===== src/logic/uart_pkg.sv =====
// uart shared definitions
// bus types, parity and FSM encodings, register map and parity helper

package uart_pkg;

    // APB byte address and data word
    typedef logic [3:0]  apb_addr_t;
    typedef logic [31:0] apb_data_t;

    typedef enum logic [1:0] {
        PARITY_NONE = 2'd0,
        PARITY_EVEN = 2'd1,
        PARITY_ODD  = 2'd2
    } uart_parity_e;

    // FSM states of the receiver and the transmitter
    typedef enum logic [2:0] {
        RX_IDLE, RX_START, RX_DATA, RX_PARITY, RX_STOP, RX_WAIT
    } uart_rx_state_e;

    typedef enum logic [2:0] {
        TX_IDLE, TX_START, TX_DATA, TX_PARITY, TX_STOP
    } uart_tx_state_e;

    localparam apb_addr_t REG_CTRL    = 4'h0;
    localparam apb_addr_t REG_DIVIDER = 4'h4;
    localparam apb_addr_t REG_STATUS  = 4'h8;

    // anything shorter leaves no room for the half-bit start check
    localparam int MIN_DIVIDER = 4;

    // data_xor is the XOR reduction of the data bits
    function automatic logic calc_parity(input logic data_xor, input uart_parity_e mode);
        logic odd;
        odd = (mode == PARITY_ODD);
        return data_xor ^ odd;
    endfunction

endpackage


===== src/logic/uart_apb_regs.sv =====
// uart register block
// APB slave with control, divider and status registers, zero wait states
`timescale 1ns/1ps

module uart_apb_regs #(
    parameter int DIVIDER_WIDTH = 16,
    parameter int DIVIDER_RESET = 16
) (
    input  logic                     m_axis,
    input  logic                     rst_n_i,
    input  logic                     psel_i,
    input  logic                     penable_i,
    input  logic                     pwrite_i,
    input  uart_pkg::apb_addr_t      paddr_i,
    input  uart_pkg::apb_data_t      pwdata_i,
    output uart_pkg::apb_data_t      prdata_o,
    input  logic                     tx_busy_i,
    input  logic                     rx_valid_i,
    input  logic                     parity_err_i,
    output uart_pkg::uart_parity_e   parity_o,
    output logic [DIVIDER_WIDTH-1:0] divider_o
);

    import uart_pkg::*;

    uart_parity_e             parity_q;
    logic [DIVIDER_WIDTH-1:0] divider_q;
    logic                     parity_err_q;
    logic                     wr_en;
    uart_parity_e             wr_parity;
    logic [DIVIDER_WIDTH-1:0] wr_divider;

    // a write lands at the edge that closes the access cycle
    assign wr_en = psel_i & penable_i & pwrite_i;

    // mode 3 is reserved and falls back to no parity
    assign wr_parity = (pwdata_i[1:0] == 2'd3) ? PARITY_NONE : uart_parity_e'(pwdata_i[1:0]);

    always_comb begin
        wr_divider = pwdata_i[DIVIDER_WIDTH-1:0];
        if (wr_divider < MIN_DIVIDER) begin
            wr_divider = DIVIDER_WIDTH'(MIN_DIVIDER);
        end
    end

    always_ff @(posedge m_axis or negedge rst_n_i) begin
        if (!rst_n_i) begin
            parity_q  <= PARITY_NONE;
            divider_q <= DIVIDER_WIDTH'(DIVIDER_RESET);
        end else if (wr_en) begin
            if (paddr_i == REG_CTRL) begin
                parity_q <= wr_parity;
            end
            if (paddr_i == REG_DIVIDER) begin
                divider_q <= wr_divider;
            end
        end
    end

    // a new error beats a clear of the sticky flag in the same cycle
    always_ff @(posedge m_axis or negedge rst_n_i) begin
        if (!rst_n_i) begin
            parity_err_q <= 1'b0;
        end else if (parity_err_i) begin
            parity_err_q <= 1'b1;
        end else if (wr_en && (paddr_i == REG_STATUS) && pwdata_i[0]) begin
            parity_err_q <= 1'b0;
        end
    end

    always_comb begin
        prdata_o = '0;
        case (paddr_i)
            REG_CTRL: begin
                prdata_o[1:0] = parity_q;
            end
            REG_DIVIDER: begin
                prdata_o[DIVIDER_WIDTH-1:0] = divider_q;
            end
            REG_STATUS: begin
                prdata_o[2:0] = {rx_valid_i, tx_busy_i, parity_err_q};
            end
            default: begin
                prdata_o = '0;
            end
        endcase
    end

    assign parity_o  = parity_q;
    assign divider_o = divider_q;

    // holds for the reset value and for every legalized write
    a_divider_min: assert property (
        @(posedge m_axis) disable iff (!rst_n_i)
        divider_o >= MIN_DIVIDER
    );

endmodule


===== src/logic/uart_tx.sv =====
// uart transmitter
// serializes stream bytes into start, data, optional parity and stop bits
`timescale 1ns/1ps

module uart_tx #(
    parameter int DATA_WIDTH    = 8,
    parameter int DIVIDER_WIDTH = 16
) (
    input  logic                     m_axis,
    input  logic                     rst_n_i,
    input  uart_pkg::uart_parity_e   parity_i,
    input  logic [DIVIDER_WIDTH-1:0] divider_i,
    input  logic [DATA_WIDTH-1:0]    s_axis_tdata_i,
    input  logic                     s_axis_tvalid_i,
    output logic                     s_axis_tready_o,
    output logic                     uart_tx_o,
    output logic                     tx_busy_o
);

    import uart_pkg::*;

    localparam int BIT_CNT_W = (DATA_WIDTH > 1) ? $clog2(DATA_WIDTH) : 1;

    uart_tx_state_e           state;
    logic [DIVIDER_WIDTH-1:0] baud_cnt;
    logic [BIT_CNT_W-1:0]     bit_cnt;
    logic [DATA_WIDTH-1:0]    shift_q;
    logic                     par_bit_q;
    logic                     par_en_q;
    logic                     tx_q;
    logic                     accept;
    logic                     baud_done;
    logic                     bit_last;

    assign accept    = s_axis_tvalid_i & s_axis_tready_o;
    assign baud_done = (baud_cnt == divider_i - 1'b1);
    assign bit_last  = (bit_cnt == BIT_CNT_W'(DATA_WIDTH - 1));

    // the line level is registered with each transition
    always_ff @(posedge m_axis or negedge rst_n_i) begin
        if (!rst_n_i) begin
            state    <= TX_IDLE;
            bit_cnt  <= '0;
            par_en_q <= 1'b0;
            tx_q     <= 1'b1;
        end else begin
            case (state)
                TX_IDLE: begin
                    if (accept) begin
                        state    <= TX_START;
                        par_en_q <= (parity_i != PARITY_NONE);
                        tx_q     <= 1'b0;
                    end
                end
                TX_START: begin
                    if (baud_done) begin
                        state   <= TX_DATA;
                        bit_cnt <= '0;
                        tx_q    <= shift_q[0];
                    end
                end
                TX_DATA: begin
                    if (baud_done) begin
                        if (bit_last) begin
                            state <= par_en_q ? TX_PARITY : TX_STOP;
                            tx_q  <= par_en_q ? par_bit_q : 1'b1;
                        end else begin
                            bit_cnt <= bit_cnt + 1'b1;
                            tx_q    <= shift_q[1];
                        end
                    end
                end
                TX_PARITY: begin
                    if (baud_done) begin
                        state <= TX_STOP;
                        tx_q  <= 1'b1;
                    end
                end
                TX_STOP: begin
                    if (baud_done) begin
                        state <= TX_IDLE;
                    end
                end
                default: begin
                    state <= TX_IDLE;
                    tx_q  <= 1'b1;
                end
            endcase
        end
    end

    // byte and its parity bit are captured on acceptance
    always_ff @(posedge m_axis) begin
        if (accept) begin
            shift_q   <= s_axis_tdata_i;
            par_bit_q <= calc_parity(^s_axis_tdata_i, parity_i);
        end else if ((state == TX_DATA) && baud_done && !bit_last) begin
            shift_q <= shift_q >> 1;
        end
    end

    always_ff @(posedge m_axis or negedge rst_n_i) begin
        if (!rst_n_i) begin
            baud_cnt <= '0;
        end else if ((state == TX_IDLE) || baud_done) begin
            baud_cnt <= '0;
        end else begin
            baud_cnt <= baud_cnt + 1'b1;
        end
    end

    assign s_axis_tready_o = (state == TX_IDLE);
    assign tx_busy_o       = (state != TX_IDLE);
    assign uart_tx_o       = tx_q;

    a_idle_line_high: assert property (
        @(posedge m_axis) disable iff (!rst_n_i)
        (state == TX_IDLE) |-> uart_tx_o
    );

endmodule


===== src/logic/uart_rx.sv =====
// uart receiver
// samples the line mid-bit, checks parity and presents good bytes on a stream port
`timescale 1ns/1ps

module uart_rx #(
    parameter int DATA_WIDTH    = 8,
    parameter int DIVIDER_WIDTH = 16
) (
    input  logic                     m_axis,
    input  logic                     rst_n_i,
    input  uart_pkg::uart_parity_e   parity_i,
    input  logic [DIVIDER_WIDTH-1:0] divider_i,
    input  logic                     uart_rx_i,
    output logic [DATA_WIDTH-1:0]    m_axis_tdata_o,
    output logic                     m_axis_tvalid_o,
    input  logic                     m_axis_tready_i,
    output logic                     parity_err_o
);

    import uart_pkg::*;

    localparam int BIT_CNT_W = (DATA_WIDTH > 1) ? $clog2(DATA_WIDTH) : 1;

    uart_rx_state_e           state;
    uart_parity_e             mode_q;
    logic [DIVIDER_WIDTH-1:0] baud_cnt;
    logic [BIT_CNT_W-1:0]     bit_cnt;
    logic [DATA_WIDTH-1:0]    rx_shift;
    logic                     parity_err_q;
    logic                     baud_done;
    logic                     bit_last;
    logic                     start_check;
    logic                     frame_ok;
    logic                     handshake;

    assign baud_done   = (baud_cnt == divider_i - 1'b1);
    assign bit_last    = (bit_cnt == BIT_CNT_W'(DATA_WIDTH - 1));
    assign start_check = (state == RX_START) && (baud_cnt == (divider_i >> 1) - 1'b1);
    assign frame_ok    = (state == RX_WAIT) && !parity_err_q;
    assign handshake   = m_axis_tvalid_o & m_axis_tready_i;

    always_ff @(posedge m_axis or negedge rst_n_i) begin
        if (!rst_n_i) begin
            state        <= RX_IDLE;
            mode_q       <= PARITY_NONE;
            bit_cnt      <= '0;
            parity_err_q <= 1'b0;
        end else begin
            case (state)
                RX_IDLE: begin
                    mode_q       <= parity_i;
                    parity_err_q <= 1'b0;
                    if (!uart_rx_i) begin
                        state <= RX_START;
                    end
                end
                RX_START: begin
                    // a line back high at half a bit was only a glitch
                    if (start_check) begin
                        state   <= uart_rx_i ? RX_IDLE : RX_DATA;
                        bit_cnt <= '0;
                    end
                end
                RX_DATA: begin
                    if (baud_done) begin
                        if (bit_last) begin
                            state <= (mode_q != PARITY_NONE) ? RX_PARITY : RX_STOP;
                        end else begin
                            bit_cnt <= bit_cnt + 1'b1;
                        end
                    end
                end
                RX_PARITY: begin
                    if (baud_done) begin
                        state        <= RX_STOP;
                        parity_err_q <= (uart_rx_i != calc_parity(^rx_shift, mode_q));
                    end
                end
                RX_STOP: begin
                    if (baud_done) begin
                        state <= RX_WAIT;
                    end
                end
                default: begin
                    state <= RX_IDLE;
                end
            endcase
        end
    end

    // LSB arrives first, so bits enter at the top and move down
    always_ff @(posedge m_axis) begin
        if ((state == RX_DATA) && baud_done) begin
            rx_shift <= {uart_rx_i, rx_shift[DATA_WIDTH-1:1]};
        end
    end

    always_ff @(posedge m_axis or negedge rst_n_i) begin
        if (!rst_n_i) begin
            baud_cnt <= '0;
        end else if ((state == RX_IDLE) || (state == RX_WAIT) || baud_done || start_check) begin
            baud_cnt <= '0;
        end else begin
            baud_cnt <= baud_cnt + 1'b1;
        end
    end

    // a frame finishing while the last byte is still pending is dropped
    always_ff @(posedge m_axis or negedge rst_n_i) begin
        if (!rst_n_i) begin
            m_axis_tvalid_o <= 1'b0;
        end else if (handshake) begin
            m_axis_tvalid_o <= 1'b0;
        end else if (frame_ok) begin
            m_axis_tvalid_o <= 1'b1;
        end
    end

    always_ff @(posedge m_axis) begin
        if (frame_ok && !m_axis_tvalid_o) begin
            m_axis_tdata_o <= rx_shift;
        end
    end

    assign parity_err_o = (state == RX_WAIT) && parity_err_q;

    a_hold_under_backpressure: assert property (
        @(posedge m_axis) disable iff (!rst_n_i)
        (m_axis_tvalid_o && !m_axis_tready_i) |=> (m_axis_tvalid_o && $stable(m_axis_tdata_o))
    );

endmodule


===== src/logic/uart_top.sv =====
// uart peripheral top level
// ties the APB register block to the transmitter and the receiver
`timescale 1ns/1ps

module uart_top #(
    parameter int DATA_WIDTH    = 8,
    parameter int DIVIDER_WIDTH = 16,
    parameter int DIVIDER_RESET = 16
) (
    input  logic                  m_axis,
    input  logic                  rst_n_i,
    input  logic                  psel_i,
    input  logic                  penable_i,
    input  logic                  pwrite_i,
    input  uart_pkg::apb_addr_t   paddr_i,
    input  uart_pkg::apb_data_t   pwdata_i,
    output uart_pkg::apb_data_t   prdata_o,
    input  logic [DATA_WIDTH-1:0] s_axis_tdata_i,
    input  logic                  s_axis_tvalid_i,
    output logic                  s_axis_tready_o,
    output logic [DATA_WIDTH-1:0] m_axis_tdata_o,
    output logic                  m_axis_tvalid_o,
    input  logic                  m_axis_tready_i,
    output logic                  uart_tx_o,
    input  logic                  uart_rx_i
);

    import uart_pkg::*;

    uart_parity_e             parity;
    logic [DIVIDER_WIDTH-1:0] divider;
    logic                     tx_busy;
    logic                     parity_err;

    uart_apb_regs #(
        .DIVIDER_WIDTH (DIVIDER_WIDTH),
        .DIVIDER_RESET (DIVIDER_RESET)
    ) u_regs (
        .m_axis       (m_axis),
        .rst_n_i      (rst_n_i),
        .psel_i       (psel_i),
        .penable_i    (penable_i),
        .pwrite_i     (pwrite_i),
        .paddr_i      (paddr_i),
        .pwdata_i     (pwdata_i),
        .prdata_o     (prdata_o),
        .tx_busy_i    (tx_busy),
        .rx_valid_i   (m_axis_tvalid_o),
        .parity_err_i (parity_err),
        .parity_o     (parity),
        .divider_o    (divider)
    );

    uart_tx #(
        .DATA_WIDTH    (DATA_WIDTH),
        .DIVIDER_WIDTH (DIVIDER_WIDTH)
    ) u_tx (
        .m_axis          (m_axis),
        .rst_n_i         (rst_n_i),
        .parity_i        (parity),
        .divider_i       (divider),
        .s_axis_tdata_i  (s_axis_tdata_i),
        .s_axis_tvalid_i (s_axis_tvalid_i),
        .s_axis_tready_o (s_axis_tready_o),
        .uart_tx_o       (uart_tx_o),
        .tx_busy_o       (tx_busy)
    );

    uart_rx #(
        .DATA_WIDTH    (DATA_WIDTH),
        .DIVIDER_WIDTH (DIVIDER_WIDTH)
    ) u_rx (
        .m_axis          (m_axis),
        .rst_n_i         (rst_n_i),
        .parity_i        (parity),
        .divider_i       (divider),
        .uart_rx_i       (uart_rx_i),
        .m_axis_tdata_o  (m_axis_tdata_o),
        .m_axis_tvalid_o (m_axis_tvalid_o),
        .m_axis_tready_i (m_axis_tready_i),
        .parity_err_o    (parity_err)
    );

endmodule


===== config.mk =====
export PLATFORM = sky130hd
export DESIGN_NAME = uart_top
export DESIGN_NICKNAME = d
export VERILOG_FILES = /design/src/logic/uart_pkg.sv /design/src/logic/uart_apb_regs.sv /design/src/logic/uart_tx.sv /design/src/logic/uart_rx.sv /design/src/logic/uart_top.sv
export SDC_FILE = /design/constraint.sdc
export NUM_CORES = 1
export LEC_CHECK = 0
export ABC_AREA = 1
export BUFFER_PORTS_ARGS = -buffer_cell sky130_fd_sc_hd__buf_4
export CAP_MARGIN = 40
export CORE_ASPECT_RATIO = 0.75
export CORE_UTILIZATION = 62
export DETAILED_ROUTE_END_ITERATION = 6
export PLACE_DENSITY = 0.84
export SETUP_SLACK_MARGIN = 0.5
export SYNTH_ARGS = -nofsm -noshare
export SYNTH_HDL_FRONTEND = slang
export SYNTH_SLANG_ARGS = --single-unit

===== constraint.sdc =====
create_clock -name m_axis -period 5.6 [get_ports m_axis]
set_input_delay 0 -clock m_axis [delete_from_list [all_inputs] [get_ports m_axis]]
set_output_delay 0 -clock m_axis [all_outputs]
set_load 0.03 [all_outputs]

==> results.toml, run 1 <==
[cells_and_area]
finalInstanceArea_sq_mm = 0.00733
finalNetCount = 978
multi_input_logic_area_sq_mm = 0.00327
fillers = 707
layoutNonFillerInstCount = 1055
post-route-util_pct = 75.6
post_route_cells_drive_above_1_share_pct = 15.1
area_growth_syn_to_layout_pct = 17.8
ff_latch_area_sq_mm = 0.00248
insertedDiodeCount = 0

[worst_setup_path]
critPathLaunchType = "flop"
rr_worst_depth = 13
worstSetupPathType = "flop to flop"
timing.critical_path.to_type = "flop"
crit-reg2reg-launch = "u_regs.divider_o[1]"
worst-r2r-setup-slack_ns = 2.38
crit_required_ns = 5.65
crit_end = "u_tx.shift_q[4]"
crit_path_start = "u_regs.divider_o[1]"
timing.critical_path.arrival_ns = 3.27
rr_endpoint = "u_tx.shift_q[4]"
timing.critical_path.fanout_max = 5

[global_routing]
antenna_found_initial = 0
track_usage_pct = 34.6
grt_first_pass_wirelength_mm = 27.6
grt_pass1_vias = 5472
grt_start_max_net_pins = 44
globalRouteOverflowTotal = 0

[placement]
placed_cell_area_sq_mm = 0.00677
gp_routability_congestion = 0.975
hpwl_mm = 12.8
dp_cells = 1012
portBuffers = 62

[die]
chipWidth_um = 118
die_h_um = 88.8
die_area_sq_mm = 0.0104
count_of_boundary_i_o_pins = 95
core_sq_mm = 0.00970
core.rowCount = 31
effective_utilization_at_floorplan_pct = 64.2

[routing]
wirelength_mm = 17.3
drt-vias-per-instance = 5.56
drcViolationCount = 0
detail_route.wl_per_cell_um = 16.4
dr_total_vias = 5864
detail_route_antenna_nets = 0
dr.pass1.iters = 7
first_iter_violations = 620

[sta]
count_of_final_setup_violators = 0
number_of_max_slew_violations_in_the_final_report = 0
timing_worst_slew_pin_value_ns = 0.735
timing.clock.skew_ns = 0.00500
max-slew-margin-rel_pct = 50.6
hold_viol = 0
finalWorstPathRequiredPeriod_ns = 3.22
post-route-period-util_pct = 57.5
rsz0062_at_grt = "no"
fmax_mhz = 311
timing.setup.tns_ns = 0

[power]
power_mw = 2.18
cellPowerDensity_mw_per_mm2 = 298
peakVddDrop_mv = 0.243
leakage_nw = 3.41

[clock_network]
cts_tree = "built"
clk_transition_reported_paths_ns = 0.06
number_of_gates_resized_after_cts = 0
worstSkewPairLatency_ns = 0.34
cts-buffers-inserted = 9
clock_path_buffers = 2
clock_sinks = 94
clk_root_buffer_cell = "sky130_fd_sc_hd__clkbuf_16"
cts_htree_levels = 3

[synthesis]
yosysTopAreaCellShare_pct = 26.9
ys_seq_elements = 94
post_synth.cell_area_avg_sq_um = 7.54
async_flop_share_pct = 73.4
post-synth-top-area-cell = "sky130_fd_sc_hd__dfrtp_1"
syn-cell-area_sq_mm = 0.00622
synth_cell_types = 44
share_of_the_yosys_chip_area_belonging_to_registers_pct = 39.9
ys.warnings.count = 0
synth_top_flop_cell = "sky130_fd_sc_hd__dfrtp_1"
post_synth_main_area_contributors = "sky130_fd_sc_hd__dfrtp_1 27%, sky130_fd_sc_hd__nand2_1 13%, sky130_fd_sc_hd__edfxtp_1 12%"
post_synth_inst_count = 825
synth-edff-count = 25

[run]
max_cap_violations = 0

[hold_path]
hp-class = "primary input to flop"
min_from = "s_axis_tdata_i[4]"

[outcome]
run_status = "finished, final reports clean"
layer usage:
metal	part of all wire [%]	global-route usage, %	vias to the layer above
met2	46	56.0	281
met4	2.5	10.6	0
met3	9.6	9.60	46
met1	42	45.9	2741
li1	-	-	2796
met5	0	0	-
cell usage in the layout, fill, tap and decap left out, types with 3 or more instances in the layout:
master	count
sky130_fd_sc_hd__nand2_1	222
sky130_fd_sc_hd__inv_1	89
sky130_fd_sc_hd__nor2_1	85
sky130_fd_sc_hd__nand3_1	76
sky130_fd_sc_hd__dfrtp_1	67
sky130_fd_sc_hd__buf_4	64
sky130_fd_sc_hd__xor2_1	40
sky130_fd_sc_hd__o21ai_0	33
sky130_fd_sc_hd__dlygate4sd3_1	27
sky130_fd_sc_hd__edfxtp_1	25
sky130_fd_sc_hd__nor2_2	23
sky130_fd_sc_hd__xnor2_1	20
sky130_fd_sc_hd__nor3_1	17
sky130_fd_sc_hd__conb_1	16
sky130_fd_sc_hd__a21oi_1	12
sky130_fd_sc_hd__clkbuf_16	9
sky130_fd_sc_hd__nor3b_1	8
sky130_fd_sc_hd__nor2_4	8
sky130_fd_sc_hd__ha_1	8
sky130_fd_sc_hd__nand2_2	7
sky130_fd_sc_hd__nand4_1	6
sky130_fd_sc_hd__nor4_1	5
sky130_fd_sc_hd__clkinv_1	5
sky130_fd_sc_hd__o21ai_1	5
sky130_fd_sc_hd__nand2_4	4
sky130_fd_sc_hd__or2_2	4
sky130_fd_sc_hd__inv_2	4
sky130_fd_sc_hd__o21bai_1	3
worst min path at each step:
| stage | end | slack (ns) | depth (start not counted) |
|---|---|---|---|
| after global routing | u_tx.shift_q[4] | 0.03 | 3 |
| final | u_tx.shift_q[4] | 0.02 | 3 |
| after floorplan | u_regs.divider_o[0] | -0.30 | 0 |
| after detailed placement | u_tx.baud_cnt[15] | -0.07 | 1 |
| after global placement | u_tx.baud_cnt[15] | 0.16 | 1 |
| after CTS | u_tx.shift_q[4] | 0.008 | 3 |
synth_stat cells (8+ instances only):
library cell	count
sky130_fd_sc_hd__ha_1	8
sky130_fd_sc_hd__a21oi_1	12
sky130_fd_sc_hd__nand2_1	222
sky130_fd_sc_hd__nor2_2	23
sky130_fd_sc_hd__inv_1	89
sky130_fd_sc_hd__nor2_4	8
sky130_fd_sc_hd__buf_4	17
sky130_fd_sc_hd__edfxtp_1	25
sky130_fd_sc_hd__xnor2_1	20
sky130_fd_sc_hd__nor2_1	85
sky130_fd_sc_hd__nor3b_1	8
sky130_fd_sc_hd__nor3_1	17
sky130_fd_sc_hd__nand3_1	76
sky130_fd_sc_hd__dfrtp_1	67
sky130_fd_sc_hd__o21ai_0	33
sky130_fd_sc_hd__xor2_1	40
flip-flops by register name, indices dropped and copies added, names as in the netlist, 8 cells and up:
register             flops
u_regs.divider_o        16
u_rx.rx_shift            8
u_tx.baud_cnt           16
u_tx.shift_q             8
u_rx.m_axis_tdata_o      8
u_rx.baud_cnt           16
cells by family (layout without fill, tap and decap cells):
kind of cell    count (synthesis)  in the layout  share of synthesized area [%]
xor+xnor                       60             60                           8.45
other cells                     1             16                         0.0603
buf+inv                       121            204                           8.57
compound gates                 65             65                           6.01
fa+ha+maj                       8              8                           1.61
simple gates                  476            476                           35.5
flops                          94             94                           39.9
area by class of cell:
| cell class | count | area share (%) |
|---|---|---|
| Multi-Input combinational cell | 625 | 44.5 |
| Sequential cell | 94 | 33.8 |
| Timing Repair Buffer | 93 | 10.6 |
| Inverter | 95 | 4.86 |
| Clock buffer | 9 | 3.07 |
| Tap cell | 132 | 2.25 |
| Clock inverter | 7 | 0.870 |
critical path, cell delays in order (launching register included):
cell and delay, ns:
sky130_fd_sc_hd__dfrtp_1 0.41, sky130_fd_sc_hd__inv_1 0.14, sky130_fd_sc_hd__ha_1 0.30, sky130_fd_sc_hd__nand2_4 0.12
sky130_fd_sc_hd__o21ai_1 0.36, sky130_fd_sc_hd__nand2_1 0.23, sky130_fd_sc_hd__nand2_1 0.12, sky130_fd_sc_hd__nand2_1 0.05
sky130_fd_sc_hd__inv_1 0.07, sky130_fd_sc_hd__nand4_1 0.09, sky130_fd_sc_hd__nor2_2 0.18, sky130_fd_sc_hd__nand2_4 0.11
sky130_fd_sc_hd__o31ai_1 0.48, sky130_fd_sc_hd__buf_2 0.28
power breakdown:
group / total (mW) / switching (mW) / internal, mW
clock network: 0.603 / 0.260 / 0.343
logic: 0.678 / 0.444 / 0.234
registers: 0.902 / 0.0986 / 0.804
repair_timing:
| item | 4_1_cts | 5_1_grt |
|---|---|---|
| hold buffers | 27 | 0 |
| buffers inserted | 0 | 0 |
| hold endpoints to repair | 95 | 0 |
through the flow:
step / setup WS [ns] / hold WS [ns]
after floorplan: 2.88 / -0.296
after global placement: 2.31 / 0.163
after detailed placement: 2.48 / -0.0672
after CTS: 2.46 / 0.00803
after global routing: 2.17 / 0.0313
final: 2.38 / 0.0172
No activity file was read; power rests on OpenSTA's default activity.
==> run 2: changes to the inputs <==
Settings changed: CORE_UTILIZATION 62 to 58, PLACE_DENSITY 0.84 to 0.79.
Clock period 5.6 ns to 3 ns, I/O delays scaled along.
==> results.toml, run 2 (same netlist as run 1, synthesis figures left out) <==
[die]
die_h_um = 91.7
effective_utilization_at_floorplan_pct = 60.0
core.rowCount = 32
core_sq_mm = 0.0104
count_of_boundary_i_o_pins = 95
chipWidth_um = 122
die_area_sq_mm = 0.0112

[worst_setup_path]
crit_required_ns = 3.06
timing.critical_path.to_type = "flop"
timing.critical_path.fanout_max = 8
worstSetupPathType = "flop to flop"
timing.critical_path.arrival_ns = 2.55
critPathLaunchType = "flop"

[clock_network]
clk_root_buffer_cell = "sky130_fd_sc_hd__clkbuf_16"
clk_transition_reported_paths_ns = 0.07
cts_tree = "built"
clock_path_buffers = 2
cts-buffers-inserted = 9
clock_sinks = 94
cts_htree_levels = 3
worstSkewPairLatency_ns = 0.36

[placement]
detailedPlace.worstSlack_ns = 0.326
hpwl_mm = 12.9
gp_routability_congestion = 0.976
portBuffers = 62

[power]
pwr-share-clk_pct = 28.4
cellPowerDensity_mw_per_mm2 = 554
netSwitchingPower_mw = 1.59
leakage_nw = 3.51
power_frac_comb_pct = 31.8
power_report.internal_total_mw = 2.66
peakVddDrop_mv = 0.511
power.share.switching_pct = 37.5
p_seq_share_pct = 39.8

[sta]
post-route-period-util_pct = 82.8
fmax_mhz = 403
count_of_final_setup_violators = 0
timing.hold.ws_ns = 0.0731
timing_worst_slew_pin_value_ns = 0.556
hold_viol = 0
number_of_max_slew_violations_in_the_final_report = 0
rsz0062_at_grt = "yes"
timing.clock.skew_ns = 0.0126
finalWorstPathRequiredPeriod_ns = 2.48
max-slew-margin-rel_pct = 62.7
postLayoutSetupSlackWorst_ns = 0.516
timing.setup.tns_ns = 0

[cells_and_area]
post_route_cells_drive_above_1_share_pct = 21.0
commonest_cells_after_routing_fill_and_taps_aside = "206 x sky130_fd_sc_hd__nand2_1, 87 x sky130_fd_sc_hd__inv_1, 81 x sky130_fd_sc_hd__nor2_1, 77 x sky130_fd_sc_hd__buf_4, 71 x sky130_fd_sc_hd__nand3_1"
mostFrequentLayoutCell = "sky130_fd_sc_hd__nand2_1"
insertedDiodeCount = 0
area_growth_syn_to_layout_pct = 23.4
finalNetCount = 991
post-route-util_pct = 74.0

[global_routing]
globalRouteOverflowTotal = 0
grt_pass1_vias = 5531
grt_start_max_net_pins = 43
track_usage_pct = 33.2
grt_first_pass_wirelength_mm = 28.3
antenna_found_initial = 0

[routing]
wirelength_mm = 17.8
dr.pass1.iters = 6
dr_wl_met3_mm = 1.71
m1WireLength_mm = 7.90
detail_route.wl_per_cell_um = 16.6
drt-vias-per-instance = 5.55
drcViolationCount = 0
first_iter_violations = 604
met2_length_mm = 7.91
dr_total_vias = 5952
detail_route_antenna_nets = 0
top_signal_layer_used = "met4"

[run]
max_cap_violations = 0

[outcome]
run_status = "finished, final reports clean"

[hold_path]
hp-class = "primary input to flop"
## run 2: cell count changes in the layout (fill, tap and decap cells not counted), moves of 3 or more
cell / change
sky130_fd_sc_hd__nor2_2: -4
sky130_fd_sc_hd__clkinv_1: -3
sky130_fd_sc_hd__nand3_1: -5
sky130_fd_sc_hd__buf_4: +13
sky130_fd_sc_hd__nor2_4: +8
sky130_fd_sc_hd__dfrtp_2: +6
sky130_fd_sc_hd__nand3_2: +5
sky130_fd_sc_hd__dfrtp_1: -6
sky130_fd_sc_hd__nor2_1: -4
sky130_fd_sc_hd__nand2_1: -16
sky130_fd_sc_hd__nand2_2: +15
## run 2: per-layer routing
layer	up-vias	GRT usage, %
met5	-	0
met2	275	49.5
met1	2819	47.1
met4	0	8.95
met3	37	9.39
li1	2821	-
## run 2: layout make-up
type,count,area (sq um)
multi-input cells,625,3460
fillers,786,2690
flip-flops and latches,94,2490
repair buffers,106,888
inverters,95,362
clock buffers,9,225
well taps,136,170
clock inverters,7,87.6
## run 2: what timing repair did
item / CTS / global route
setup endpoints to repair: 23 / 61
hold buffers: 27 / 0
buffers inserted: 4 / 8
endpoints found under the hold margin: 96 / 0
pin swaps: 2 / 13
resized for setup: 12 / 43
## run 2: power groups by stage
| stage | Combinational [mW] | Clock, mW | Sequential (mW) |
|---|---|---|---|
| after global placement | 1.15 | 0 | 1.70 |
| after detailed placement | 1.20 | 0 | 1.70 |
| final | 1.35 | 1.21 | 1.69 |
| after global routing | 1.50 | 1.27 | 1.71 |
| after CTS | 1.26 | 1.22 | 1.68 |
| after floorplan | 0.903 | 0 | 1.66 |
## run 2: worst max-delay path, stage by stage (launching register included)
cell and delay (ns):
sky130_fd_sc_hd__dfrtp_1 0.42, sky130_fd_sc_hd__inv_2 0.14, sky130_fd_sc_hd__ha_4 0.19, sky130_fd_sc_hd__nand2_4 0.07, sky130_fd_sc_hd__nor2_4 0.12, sky130_fd_sc_hd__nand2_1 0.11, sky130_fd_sc_hd__nand2_1 0.10, sky130_fd_sc_hd__nand3_1 0.08
sky130_fd_sc_hd__nand2_1 0.15, sky130_fd_sc_hd__nand4_1 0.17, sky130_fd_sc_hd__nor2_4 0.16, sky130_fd_sc_hd__nand2_4 0.10, sky130_fd_sc_hd__o31ai_2 0.18, sky130_fd_sc_hd__buf_4 0.20
## run 2: final timing paths
kind | startpoint | endpoint | slack [ns] | cells past startpoint
setup / recovery | u_regs.divider_o[1] | u_tx.shift_q[1] | 0.52 | 13
hold / removal | paddr_i[0] | u_regs.parity_err_q | 0.07 | 5
setup reg to reg | u_regs.divider_o[1] | u_tx.shift_q[1] | 0.52 | 13
hold reg to reg | u_tx.uart_tx_o | u_tx.uart_tx_o | 0.47 | 2
max in group asynchronous | rst_n_i | u_tx.uart_tx_o | 2.27 | 3
min in group asynchronous | rst_n_i | u_regs.divider_o[12] | 0.11 | 2
## run 2: metrics by stage
stage | power [mW] | area [sq um] | instances
2_1_floorplan | 2.56 | 6280 | 840
3_5_place_dp | 2.90 | 6790 | 1017
3_3_place_gp | 2.85 | 6770 | 1016
5_1_grt | 4.49 | 7680 | 1072
6_report | 4.25 | 7680 | 1072
4_1_cts | 4.17 | 7460 | 1064
